<file path="config.mk">
export PLATFORM = sky130hd
export DESIGN_NAME = gray_fifo
export DESIGN_NICKNAME = d
export VERILOG_FILES = /design/src/design/fifo_pkg.sv /design/src/design/ptr_counter.sv /design/src/design/ptr_sync.sv /design/src/design/fifo_flags.sv /design/src/design/fifo_mem.sv /design/src/design/gray_fifo.sv
export SDC_FILE = /design/constraint.sdc
export NUM_CORES = 1
export LEC_CHECK = 0
export BUFFER_PORTS_ARGS = -buffer_cell sky130_fd_sc_hd__buf_2
export CORE_AREA = 10 10 130 132
export DETAILED_ROUTE_END_ITERATION = 16
export DIE_AREA = 0 0 140 142
export PLACE_DENSITY = 0.79
export SLEW_MARGIN = 20
export SYNTH_ARGS = -nofsm -noshare
export SYNTH_HDL_FRONTEND = slang
export SYNTH_SLANG_ARGS = --single-unit
</file>
<file path="constraint.sdc">
create_clock -name wr_clk -period 3.78 [get_ports wr_clk]
set_input_delay 1.134 -clock wr_clk [delete_from_list [all_inputs] [get_ports wr_clk]]
set_output_delay 1.134 -clock wr_clk [all_outputs]
set_load 0.05 [all_outputs]
</file>
<file path="src/design/fifo_pkg.sv">
// Pointer helpers work on pointers of up to 32 bits; callers zero-extend and truncate to fit
package fifo_pkg;

    // --------------------------------------------------
    // Default sizes for the FIFO top level
    // --------------------------------------------------

    // Entry count, must stay a power of two
    localparam int DEFAULT_DEPTH      = 16;
    localparam int DEFAULT_DATA_WIDTH = 8;

    // Pointer synchronizer depth
    localparam int DEFAULT_N_SYNC     = 2;
    // Fewer than two stages gives no settling time
    localparam int MIN_N_SYNC         = 2;

    // Working width of the conversion functions
    localparam int PTR_FN_W           = 32;

    // --------------------------------------------------
    // Binary and Gray conversions
    // --------------------------------------------------

    // Adjacent binary values map to codes that differ in one bit
    function automatic logic [PTR_FN_W-1:0] bin_to_gray(input logic [PTR_FN_W-1:0] bin);
        return bin ^ (bin >> 1);
    endfunction

    // Each binary bit is the XOR of all Gray bits at and above it
    function automatic logic [PTR_FN_W-1:0] gray_to_bin(input logic [PTR_FN_W-1:0] gray);
        logic [PTR_FN_W-1:0] bin;
        bin[PTR_FN_W-1] = gray[PTR_FN_W-1];
        // Walk down from the MSB
        for (int i = PTR_FN_W - 2; i >= 0; i--) begin
            bin[i] = bin[i+1] ^ gray[i];
        end
        return bin;
    endfunction

endpackage : fifo_pkg

</file>
<file path="src/design/ptr_counter.sv">
// Wraps at 2**PTR_W; the extra MSB over the address width separates full from empty
`timescale 1ns/10ps

module ptr_counter
    import fifo_pkg::*;
#(
    // Address bits plus one wrap bit
    parameter int PTR_W = $clog2(DEFAULT_DEPTH) + 1
) (
    input  logic             wr_clk,
    input  logic             rd_rst_n,
    input  logic             i_inc,
    output logic [PTR_W-1:0] o_bin,
    output logic [PTR_W-1:0] o_bin_next,
    output logic [PTR_W-1:0] o_gray
);

    // --------------------------------------------------
    // Next pointer
    // --------------------------------------------------

    // Value the counter holds after this edge
    always_comb begin
        o_bin_next = i_inc ? o_bin + 1'b1 : o_bin;
    end

    // --------------------------------------------------
    // Pointer registers
    // --------------------------------------------------

    // Binary copy addresses the storage
    always_ff @(posedge wr_clk) begin
        if (!rd_rst_n) begin
            o_bin <= '0;
        end else begin
            o_bin <= o_bin_next;
        end
    end

    // Gray copy feeds the synchronizer
    // Registered from the next value so both copies move on the same edge
    always_ff @(posedge wr_clk) begin
        if (!rd_rst_n) begin
            o_gray <= '0;
        end else begin
            o_gray <= PTR_W'(bin_to_gray(PTR_FN_W'(o_bin_next)));
        end
    end

endmodule : ptr_counter

</file>
<file path="src/design/ptr_sync.sv">
// Input must be Gray coded so at most one bit changes between edges; latency is N_SYNC edges
`timescale 1ns/10ps

module ptr_sync
    import fifo_pkg::*;
#(
    parameter int PTR_W  = $clog2(DEFAULT_DEPTH) + 1,
    // Register stages in the crossing
    parameter int N_SYNC = DEFAULT_N_SYNC
) (
    input  logic             wr_clk,
    input  logic             rd_rst_n,
    input  logic [PTR_W-1:0] i_gray,
    output logic [PTR_W-1:0] o_bin
);

    // --------------------------------------------------
    // Synchronizer chain
    // --------------------------------------------------

    // Stage 0 samples the remote pointer
    logic [PTR_W-1:0] sync_q [N_SYNC];

    always_ff @(posedge wr_clk) begin
        if (!rd_rst_n) begin
            // Matches the reset value of the source counter
            for (int i = 0; i < N_SYNC; i++) begin
                sync_q[i] <= '0;
            end
        end else begin
            sync_q[0] <= i_gray;
            // Shift toward the last stage
            for (int i = 1; i < N_SYNC; i++) begin
                sync_q[i] <= sync_q[i-1];
            end
        end
    end

    // --------------------------------------------------
    // Back to binary
    // --------------------------------------------------

    // Only the settled last stage is decoded
    // A one-bit change decodes to the old or the new pointer, never between
    always_comb begin
        o_bin = PTR_W'(gray_to_bin(PTR_FN_W'(sync_q[N_SYNC-1])));
    end

endmodule : ptr_sync

</file>
<file path="src/design/fifo_flags.sv">
// DEPTH must be a power of two; remote pointers lag, so flags err toward full and toward empty
`timescale 1ns/10ps

module fifo_flags
    import fifo_pkg::*;
#(
    parameter int DEPTH     = DEFAULT_DEPTH,
    parameter int PTR_W     = $clog2(DEFAULT_DEPTH) + 1,
    // Free entries left when almost-full rises
    parameter int WR_MARGIN = 1,
    // Entries left when almost-empty rises
    parameter int RD_MARGIN = 1
) (
    input  logic             wr_clk,
    input  logic             rd_rst_n,
    input  logic [PTR_W-1:0] i_wr_bin_next,
    input  logic [PTR_W-1:0] i_wdom_rd_bin,
    input  logic [PTR_W-1:0] i_rd_bin_next,
    input  logic [PTR_W-1:0] i_rdom_wr_bin,
    output logic             o_full,
    output logic             o_almost_full,
    output logic             o_empty,
    output logic             o_almost_empty
);

    // Thresholds sized to the pointer
    localparam logic [PTR_W-1:0] FULL_LVL    = PTR_W'(DEPTH);
    localparam logic [PTR_W-1:0] AFULL_LVL   = PTR_W'(DEPTH - WR_MARGIN);
    localparam logic [PTR_W-1:0] AEMPTY_LVL  = PTR_W'(RD_MARGIN);

    logic [PTR_W-1:0] wr_dist;
    logic [PTR_W-1:0] rd_dist;

    // --------------------------------------------------
    // Pointer distances
    // --------------------------------------------------

    // Wrap-around subtraction, the wrap bit keeps 0 and DEPTH apart
    always_comb begin
        // Occupancy as seen from the write side
        wr_dist = i_wr_bin_next - i_wdom_rd_bin;
        // Occupancy as seen from the read side
        rd_dist = i_rdom_wr_bin - i_rd_bin_next;
    end

    // --------------------------------------------------
    // Write side flags
    // --------------------------------------------------

    // Next pointer means a write on this edge shows up right after it
    always_ff @(posedge wr_clk) begin
        if (!rd_rst_n) begin
            o_full        <= 1'b0;
            o_almost_full <= 1'b0;
        end else begin
            o_full        <= (wr_dist == FULL_LVL);
            o_almost_full <= (wr_dist >= AFULL_LVL);
        end
    end

    // --------------------------------------------------
    // Read side flags
    // --------------------------------------------------

    // Starts empty out of reset
    always_ff @(posedge wr_clk) begin
        if (!rd_rst_n) begin
            o_empty        <= 1'b1;
            o_almost_empty <= 1'b1;
        end else begin
            o_empty        <= (rd_dist == '0);
            o_almost_empty <= (rd_dist <= AEMPTY_LVL);
        end
    end

endmodule : fifo_flags

</file>
<file path="src/design/fifo_mem.sv">
// DEPTH must be a power of two; write and read addresses are never checked against each other
`timescale 1ns/10ps

module fifo_mem
    import fifo_pkg::*;
#(
    parameter int DEPTH      = DEFAULT_DEPTH,
    parameter int DATA_WIDTH = DEFAULT_DATA_WIDTH,
    // 0 reads through a mux, 1 adds an output register
    parameter int REGISTERED = 0,
    localparam int AW        = $clog2(DEPTH)
) (
    input  logic                  wr_clk,
    input  logic                  rd_rst_n,
    input  logic                  i_wr_en,
    input  logic [AW-1:0]         i_wr_addr,
    input  logic [DATA_WIDTH-1:0] i_wr_data,
    input  logic [AW-1:0]         i_rd_addr,
    output logic [DATA_WIDTH-1:0] o_rd_data
);

    logic [DATA_WIDTH-1:0] mem [DEPTH];

    // --------------------------------------------------
    // Write port
    // --------------------------------------------------

    // Entries clear on reset so the head reads zero until the first write
    always_ff @(posedge wr_clk) begin
        if (!rd_rst_n) begin
            for (int i = 0; i < DEPTH; i++) begin
                mem[i] <= '0;
            end
        end else if (i_wr_en) begin
            mem[i_wr_addr] <= i_wr_data;
        end
    end

    // --------------------------------------------------
    // Read port
    // --------------------------------------------------

    if (REGISTERED != 0) begin : g_flop
        // Head captured every edge, a popped word stays until the next edge
        always_ff @(posedge wr_clk) begin
            if (!rd_rst_n) begin
                o_rd_data <= '0;
            end else begin
                o_rd_data <= mem[i_rd_addr];
            end
        end
    end else begin : g_mux
        // Head entry visible with no added latency
        always_comb begin
            o_rd_data = mem[i_rd_addr];
        end
    end

endmodule : fifo_mem

</file>
<file path="src/design/gray_fifo.sv">
// Both sides run on wr_clk; writes when full and reads when empty are dropped without notice
`timescale 1ns/10ps

module gray_fifo
    import fifo_pkg::*;
#(
    // Power of two only
    parameter int DEPTH      = DEFAULT_DEPTH,
    parameter int DATA_WIDTH = DEFAULT_DATA_WIDTH,
    parameter int N_SYNC     = DEFAULT_N_SYNC,
    parameter int WR_MARGIN  = 1,
    parameter int RD_MARGIN  = 1,
    parameter int REGISTERED = 0
) (
    input  logic                  wr_clk,
    input  logic                  rd_rst_n,
    // Write side
    input  logic                  i_write,
    input  logic [DATA_WIDTH-1:0] i_wr_data,
    output logic                  o_full,
    output logic                  o_almost_full,
    // Read side
    input  logic                  i_read,
    output logic [DATA_WIDTH-1:0] o_rd_data,
    output logic                  o_empty,
    output logic                  o_almost_empty
);

    localparam int AW    = $clog2(DEPTH);
    // One wrap bit above the address
    localparam int PTR_W = AW + 1;

    // Elaboration checks
    if (N_SYNC < MIN_N_SYNC) begin : g_bad_sync
        $error("gray_fifo N_SYNC below the minimum stage count");
    end
    if (DEPTH != (1 << AW)) begin : g_bad_depth
        $error("gray_fifo DEPTH is not a power of two");
    end

    logic             wr_accept;
    logic             rd_accept;
    logic [PTR_W-1:0] wr_bin;
    logic [PTR_W-1:0] wr_bin_next;
    logic [PTR_W-1:0] wr_gray;
    logic [PTR_W-1:0] rd_bin;
    logic [PTR_W-1:0] rd_bin_next;
    logic [PTR_W-1:0] rd_gray;
    // Remote pointers after the crossing
    logic [PTR_W-1:0] rdom_wr_bin;
    logic [PTR_W-1:0] wdom_rd_bin;

    // --------------------------------------------------
    // Accept strobes and pointers
    // --------------------------------------------------

    // Flags alone decide acceptance
    assign wr_accept = i_write & ~o_full;
    assign rd_accept = i_read & ~o_empty;

    ptr_counter #(.PTR_W(PTR_W)) u_wr_ptr (
        .wr_clk     (wr_clk),
        .rd_rst_n   (rd_rst_n),
        .i_inc      (wr_accept),
        .o_bin      (wr_bin),
        .o_bin_next (wr_bin_next),
        .o_gray     (wr_gray)
    );

    ptr_counter #(.PTR_W(PTR_W)) u_rd_ptr (
        .wr_clk     (wr_clk),
        .rd_rst_n   (rd_rst_n),
        .i_inc      (rd_accept),
        .o_bin      (rd_bin),
        .o_bin_next (rd_bin_next),
        .o_gray     (rd_gray)
    );

    // --------------------------------------------------
    // Pointer crossings, one per direction
    // --------------------------------------------------

    ptr_sync #(.PTR_W(PTR_W), .N_SYNC(N_SYNC)) u_wr2rd_sync (
        .wr_clk   (wr_clk),
        .rd_rst_n (rd_rst_n),
        .i_gray   (wr_gray),
        .o_bin    (rdom_wr_bin)
    );

    ptr_sync #(.PTR_W(PTR_W), .N_SYNC(N_SYNC)) u_rd2wr_sync (
        .wr_clk   (wr_clk),
        .rd_rst_n (rd_rst_n),
        .i_gray   (rd_gray),
        .o_bin    (wdom_rd_bin)
    );

    // --------------------------------------------------
    // Flags and storage
    // --------------------------------------------------

    fifo_flags #(
        .DEPTH     (DEPTH),
        .PTR_W     (PTR_W),
        .WR_MARGIN (WR_MARGIN),
        .RD_MARGIN (RD_MARGIN)
    ) u_flags (
        .wr_clk         (wr_clk),
        .rd_rst_n       (rd_rst_n),
        .i_wr_bin_next  (wr_bin_next),
        .i_wdom_rd_bin  (wdom_rd_bin),
        .i_rd_bin_next  (rd_bin_next),
        .i_rdom_wr_bin  (rdom_wr_bin),
        .o_full         (o_full),
        .o_almost_full  (o_almost_full),
        .o_empty        (o_empty),
        .o_almost_empty (o_almost_empty)
    );

    // Addresses are the pointers without the wrap bit
    fifo_mem #(
        .DEPTH      (DEPTH),
        .DATA_WIDTH (DATA_WIDTH),
        .REGISTERED (REGISTERED)
    ) u_mem (
        .wr_clk    (wr_clk),
        .rd_rst_n  (rd_rst_n),
        .i_wr_en   (wr_accept),
        .i_wr_addr (wr_bin[AW-1:0]),
        .i_wr_data (i_wr_data),
        .i_rd_addr (rd_bin[AW-1:0]),
        .o_rd_data (o_rd_data)
    );

endmodule : gray_fifo

</file>
# [Word-level counts from Yosys, hierarchy flattened]
# Memories as Yosys holds them, arrays and structs flattened. A register that Yosys moved wholly into a read port is not among the register bits.
# Index checks and enable logic that the tools add are counted.
[op_classes] magnitude_cmp=2 bitwise=18 n_reduce_logical=2 mux=15 add_sub_neg=4 n_eq_ne=1
[ops] operator="2-to-1 mux 5 bit" n=6
[ops] operator="adder 5 x 1 -> 5 bit (second input constant)" n=2
[ops] operator="subtractor 5 bit" n=2
[ops] operator="XOR 5 x 4 -> 5 bit" n=2
[ops] operator="2-to-1 mux 4 bit" n=2
[ops] operator="2-to-1 mux 8 bit" n=1
[ops] operator="OR reduction 8 bit" n=1
[ops] operator="XOR 1 bit" n=8
[ops] operator="2-to-1 mux 1 bit" n=6
[ops] operator="equality test 5 bit (second input constant)" n=1
[ops] operator=">= comparator 5 x 4 -> 1 bit (second input constant)" n=1
[ops] operator="less-or-equal comparator 5 x 1 -> 1 bit (second input constant)" n=1
[ops] operator="logical NOT 5 bit" n=1
[ops] operator="OR 1 bit" n=4
[ops] operator="AND 1 bit" n=2
[ops] operator="NOT 1 bit" n=2
[word_totals] mem_bits_rw=148 memories=3 register_bits=24
[memory_table] name="u_mem.mem" depth=16 word_bits=8 rd=1 rd_clocked_by_memory_dff=1 wr=16 line_no="fifo_mem.sv:22" text="logic [DATA_WIDTH-1:0] mem [DEPTH];"
[memory_table] name="u_rd2wr_sync.sync_q" depth=2 word_bits=5 rd=2 rd_clocked_by_memory_dff=0 wr=2 line_no="ptr_sync.sv:22" text="logic [PTR_W-1:0] sync_q [N_SYNC];"
[memory_table] name="u_wr2rd_sync.sync_q" depth=2 word_bits=5 rd=2 rd_clocked_by_memory_dff=0 wr=2 line_no="ptr_sync.sv:22"

# [Depth between registers and ports, before layout]
[depth] depth_word=7 ltp_mapped=13

# [Cells and area by module]
# Synthesis repeated with hierarchy kept, for this count alone.
[unflattened] hier_cells=554 area_unflattened_um2=7863.8
[modules_own_cells] mod="fifo_mem" n_inst=1 cells_each=375 area_each_um2=5933.2 seq_area_each_um2=3843.7
[modules_own_cells] mod="ptr_counter" n_inst=2 cells_each=36 area_each_um2=382.9 seq_area_each_um2=180.2
[modules_own_cells] mod="ptr_sync" n_inst=2 cells_each=26 area_each_um2=335.3 seq_area_each_um2=200.2
[modules_own_cells] mod="fifo_flags" n_inst=1 cells_each=53 area_each_um2=466.7 seq_area_each_um2=80.1
[modules_own_cells] mod="gray_fifo" n_inst=1 cells_each=2 area_each_um2=27.5 seq_area_each_um2=0.0

# [Worst setup path before layout]
# OpenSTA, ideal clock, no wires.
[synth_timing] kind="input to register" startpoint="in i_write" endpoint="reg u_flags.o_almost_full" t_arrival_ns=2.928 path_slack_ns=0.738 setup_time_ns=0.115 required_ns=3.665 path_stages=11 cell_sequence="nor2b_1 > buf_2 > nand2_1 > xor2_1 > inv_1 > ha_1 > a21o_1 > a21oi_1 > xnor2_1 > xor2_1 > o21a_1"
[synth_via] elab_chain_len=4
[synth_rtl] element="start: declaration" line_no="gray_fifo.sv:18" text="input logic i_write,"
[synth_rtl] element="AND 1 bit" line_no="gray_fifo.sv:58" text="assign wr_accept = i_write & ~o_full;"
[synth_rtl] element="2-to-1 mux 5 bit" line_no="ptr_counter.sv:24" text="o_bin_next = i_inc ? o_bin + 1'b1 : o_bin;"
[synth_rtl] element="named net u_flags.i_wr_bin_next[2]" line_no="fifo_flags.sv:16" text="input logic [PTR_W-1:0] i_wr_bin_next,"
[synth_rtl] element="subtractor 5 bit" line_no="fifo_flags.sv:41" text="wr_dist = i_wr_bin_next - i_wdom_rd_bin;"
[synth_rtl] element=">= comparator 5 x 4 -> 1 bit" line_no="fifo_flags.sv:57" text="o_almost_full <= (wr_dist >= AFULL_LVL);"
[synth_rtl] element="end signal: assignment" line_no="fifo_flags.sv:57"
[synth_rtl] element="end: declaration" line_no="fifo_flags.sv:21" text="output logic o_almost_full,"
# The timed path passes the listed nets, and every way through them passes these cells.
# A chain may end at the register's enable or synchronous reset.

==> summary.md <==
| Metric | Value |
|---|---|
| Endpoints failing setup | `0` |
| R2R cell count | `12` |
| Worst Setup Start Kind | `flip-flop` |
| RSZ-0062 raised after global routing | `false` |
| CORE AREA | `0.0143 sq mm` |
| Die W | `140 microns` |
| DRT Pass-1 Iters | `5` |
| Worst rel slew slack | `0.469` |
| Row count | `44` |
| Clock sink count | `170` |
| Total negative setup slack | `0 ns` |
| Port-buffer cells | `23` |
| Lkg Pwr | `3.40 nW` |
| Final min period | `3.66 ns` |
| Detailed placement HPWL | `11200 microns` |
| Final worst path period share | `0.969` |
| Area Growth Syn to Fin | `13.2%` |
| Filler instances | `1044` |
| Pwr Density | `516 mW/mm^2` |
| Area taken by multi-input logic gates | `0.00289 sq mm` |
| Hold buffers post-CTS | `0` |
| Post-synth EDFFs | `128` |
| Antenna Diode Count | `0` |
| First-pass GRT wire length | `26100 microns` |
| Vias per inst | `5.83` |
| Root buffer cell | `clkbuf_16` |
| Worst EP required | `2.65 ns` |
| Mapped Area | `0.00776 sq mm` |
| Vias in the first global route | `4565` |
| Most frequent cells in the layout | `and2_1 (155), edfxtp_1 (128), dfxtp_1 (41)` |
| Share of layout cells above drive strength 1 | `0.174` |
| Syn avg cell area | `14.7 sq um` |
| Crit path kind | `flip-flop to primary output` |
| Final Util | `0.613` |
| DR DRC count | `0` |
| RePlAce Congestion | `0.817` |
| Share of the synthesized area in the top cell type | `0.496` |
| Slew Viols, Final | `0` |
| HP Class | `flip-flop to flip-flop` |
| Max Root-Sink Buffers | `2` |
| Final hold viol count | `0` |
| Layout net count | `594` |
| CTS tree | `built` |
| Worst path max stage delay | `0.58 ns` |
| Primary FF master, synth | `edfxtp_1` |
| Antenna violations before repair | `0` |
| Register area share after synthesis | `0.604` |
| Die Y | `142 microns` |
| Post-synth top area cell | `edfxtp_1` |
| Top post-synthesis cells by area | `edfxtp_1 (50%), and2_1 (13%), dfxtp_1 (11%), mux4_1 (7.5%), mux4_2 (5.2%)` |
| Hold path depth | `1` |
| Clk slew on worst S/H paths | `0.07 ns` |
| Clock Latency Late Sink | `0.43 ns` |
| Synth Net Count | `555` |
| CP Data Arrival Time | `2.53 ns` |
| DRT iter0 DRCs | `495` |
| # Max-Cap Violations | `0` |
| Clock skew | `0.0107 ns` |
| GRT overflow | `0` |
| Initial core utilization | `0.542` |
| Crit-path slowest cell | `mux4_1` |
| Synth warnings | `0` |
| CP max FO | `15` |
| CP bufs+invs | `2` |
| # H-tree levels | `4` |
| Total global-route track usage | `0.173` |
| Pin count of the biggest net entering global routing | `44` |
| Synth Instances | `529` |
| Commonest non-fill, non-tap cell in the layout | `and2_1` |
| Number of synthesized register bits | `170` |
| Async SR Flop Fraction | `0` |
| CTS Buf Count | `17` |
| Outcome | `finished clean` |
| Post-Route WL | `17000 microns` |
| Flip-flop and latch area | `0.00469 sq mm` |
| Die area | `0.0199 sq mm` |
| Vias | `4460` |
| Peak VDD IR | `0.000343 V` |
| Netlist cell types | `34` |
| Fmax | `0.273 GHz` |
| Final ANT Viol Nets | `0` |
| Crit path max-delay family | `multiplexers` |
| Wirelength per Cell | `22.3 microns` |
| Worst-margin pin slew | `0.796 ns` |
| Worst Setup End Kind | `primary output` |
| I/O pins | `24` |
| Crit path depth | `4` |
| Critical path cell sequence | `buf_4 -> mux4_1 -> mux4_2 -> buf_2` |
==> area by class of cell <==
type                       instances  area share
clock buffer                      22      0.0603
clock inverter                    10     0.00998
inverter                          10     0.00428
multi-input combinational        321       0.329
sequential                       170       0.534
tap                              184      0.0262
timing repair buffer              48      0.0359
==> power by group <==
part | internal (mW) | switching [mW]
clock | 1.02 | 0.771
sequential | 2.09 | 0.0471
combinational | 0.255 | 0.353
==> what timing repair did <==
item / in CTS / in global routing
endpoints found under the setup margin: 6 / 0
buffers inserted: 0 / 0
gates resized for setup: 1 / 0
==> cell families (layout without fill, tap and decap cells) <==
kind of cell	Yosys count	count (layout)	share of synthesized area
flip-flops	170	170	0.604
AO/OA/AOI/OAI	23	23	0.0182
multiplexers	43	43	0.131
XOR/XNOR	32	32	0.0371
AND/OR/NAND/NOR	209	209	0.162
adder cells (fa/ha/maj)	14	14	0.0245
buffers and inverters	38	90	0.0232
==> final timing paths <==
kind                             start                        end  slack [ns]
max                  u_rd_ptr.o_bin[0]               o_rd_data[0]        0.12
max reg2reg  u_wr2rd_sync.sync_q[0][9]     u_flags.o_almost_empty        0.72
min          u_wr2rd_sync.sync_q[0][3]  u_wr2rd_sync.sync_q[0][8]        0.43
min reg2reg  u_wr2rd_sync.sync_q[0][3]  u_wr2rd_sync.sync_q[0][8]        0.43
==> worst register-to-register path, stage by stage, from the launching register on <==
cell     delay, ns
dfxtp_1       0.37
xor2_1        0.26
xor2_1        0.25
xor2_1        0.34
xnor2_1       0.17
ha_1          0.16
inv_1         0.06
fa_1          0.40
a21o_1        0.21
mux2i_1       0.16
mux2i_1       0.10
xor2_1        0.18
o41ai_2       0.31
==> layer usage <==
layer	part of all wire	vias to the layer above	track usage
met1	0.40	2248	0.208
met2	0.50	192	0.288
met4	0.032	0	0.0804
li1	-	1979	-
met5	0	-	0
met3	0.069	41	0.0421
==> cell usage after synthesis (6+ instances only) <==
master / number
and2_1: 155
mux4_1: 22
nand2b_1: 6
nor2b_1: 11
ha_1: 12
inv_1: 10
nor2_1: 14
edfxtp_1: 128
mux4_2: 18
xor2_1: 23
clkbuf_1: 20
xnor2_1: 8
nand2_1: 6
dfxtp_1: 42
o21ai_0: 12
==> sequential cells by signal (all words and copies together), names as in the netlist, 4 cells and up <==
register / cells
u_wr_ptr.o_bin: 4
u_rd2wr_sync.sync_q: 10
u_mem.mem: 128
u_wr_ptr.o_gray: 5
u_rd_ptr.o_bin: 4
u_rd_ptr.o_gray: 5
u_wr2rd_sync.sync_q: 10
==> through the flow <==
step                      power (mW)  hold WS (ns)  instances  area [sq um]  worst slack, ns
final                           4.53         0.433        765          8780            0.119
after global placement          2.76         0.420        733          8160            0.461
after detailed placement        2.78         0.418        733          8160            0.396
after floorplan                 2.61         0.412        529          7760            0.738
after CTS                       4.54         0.434        765          8780           0.0937
after global routing            4.66         0.450        765          8780           0.0716
Note: power is estimated with default switching activity, not from simulation.
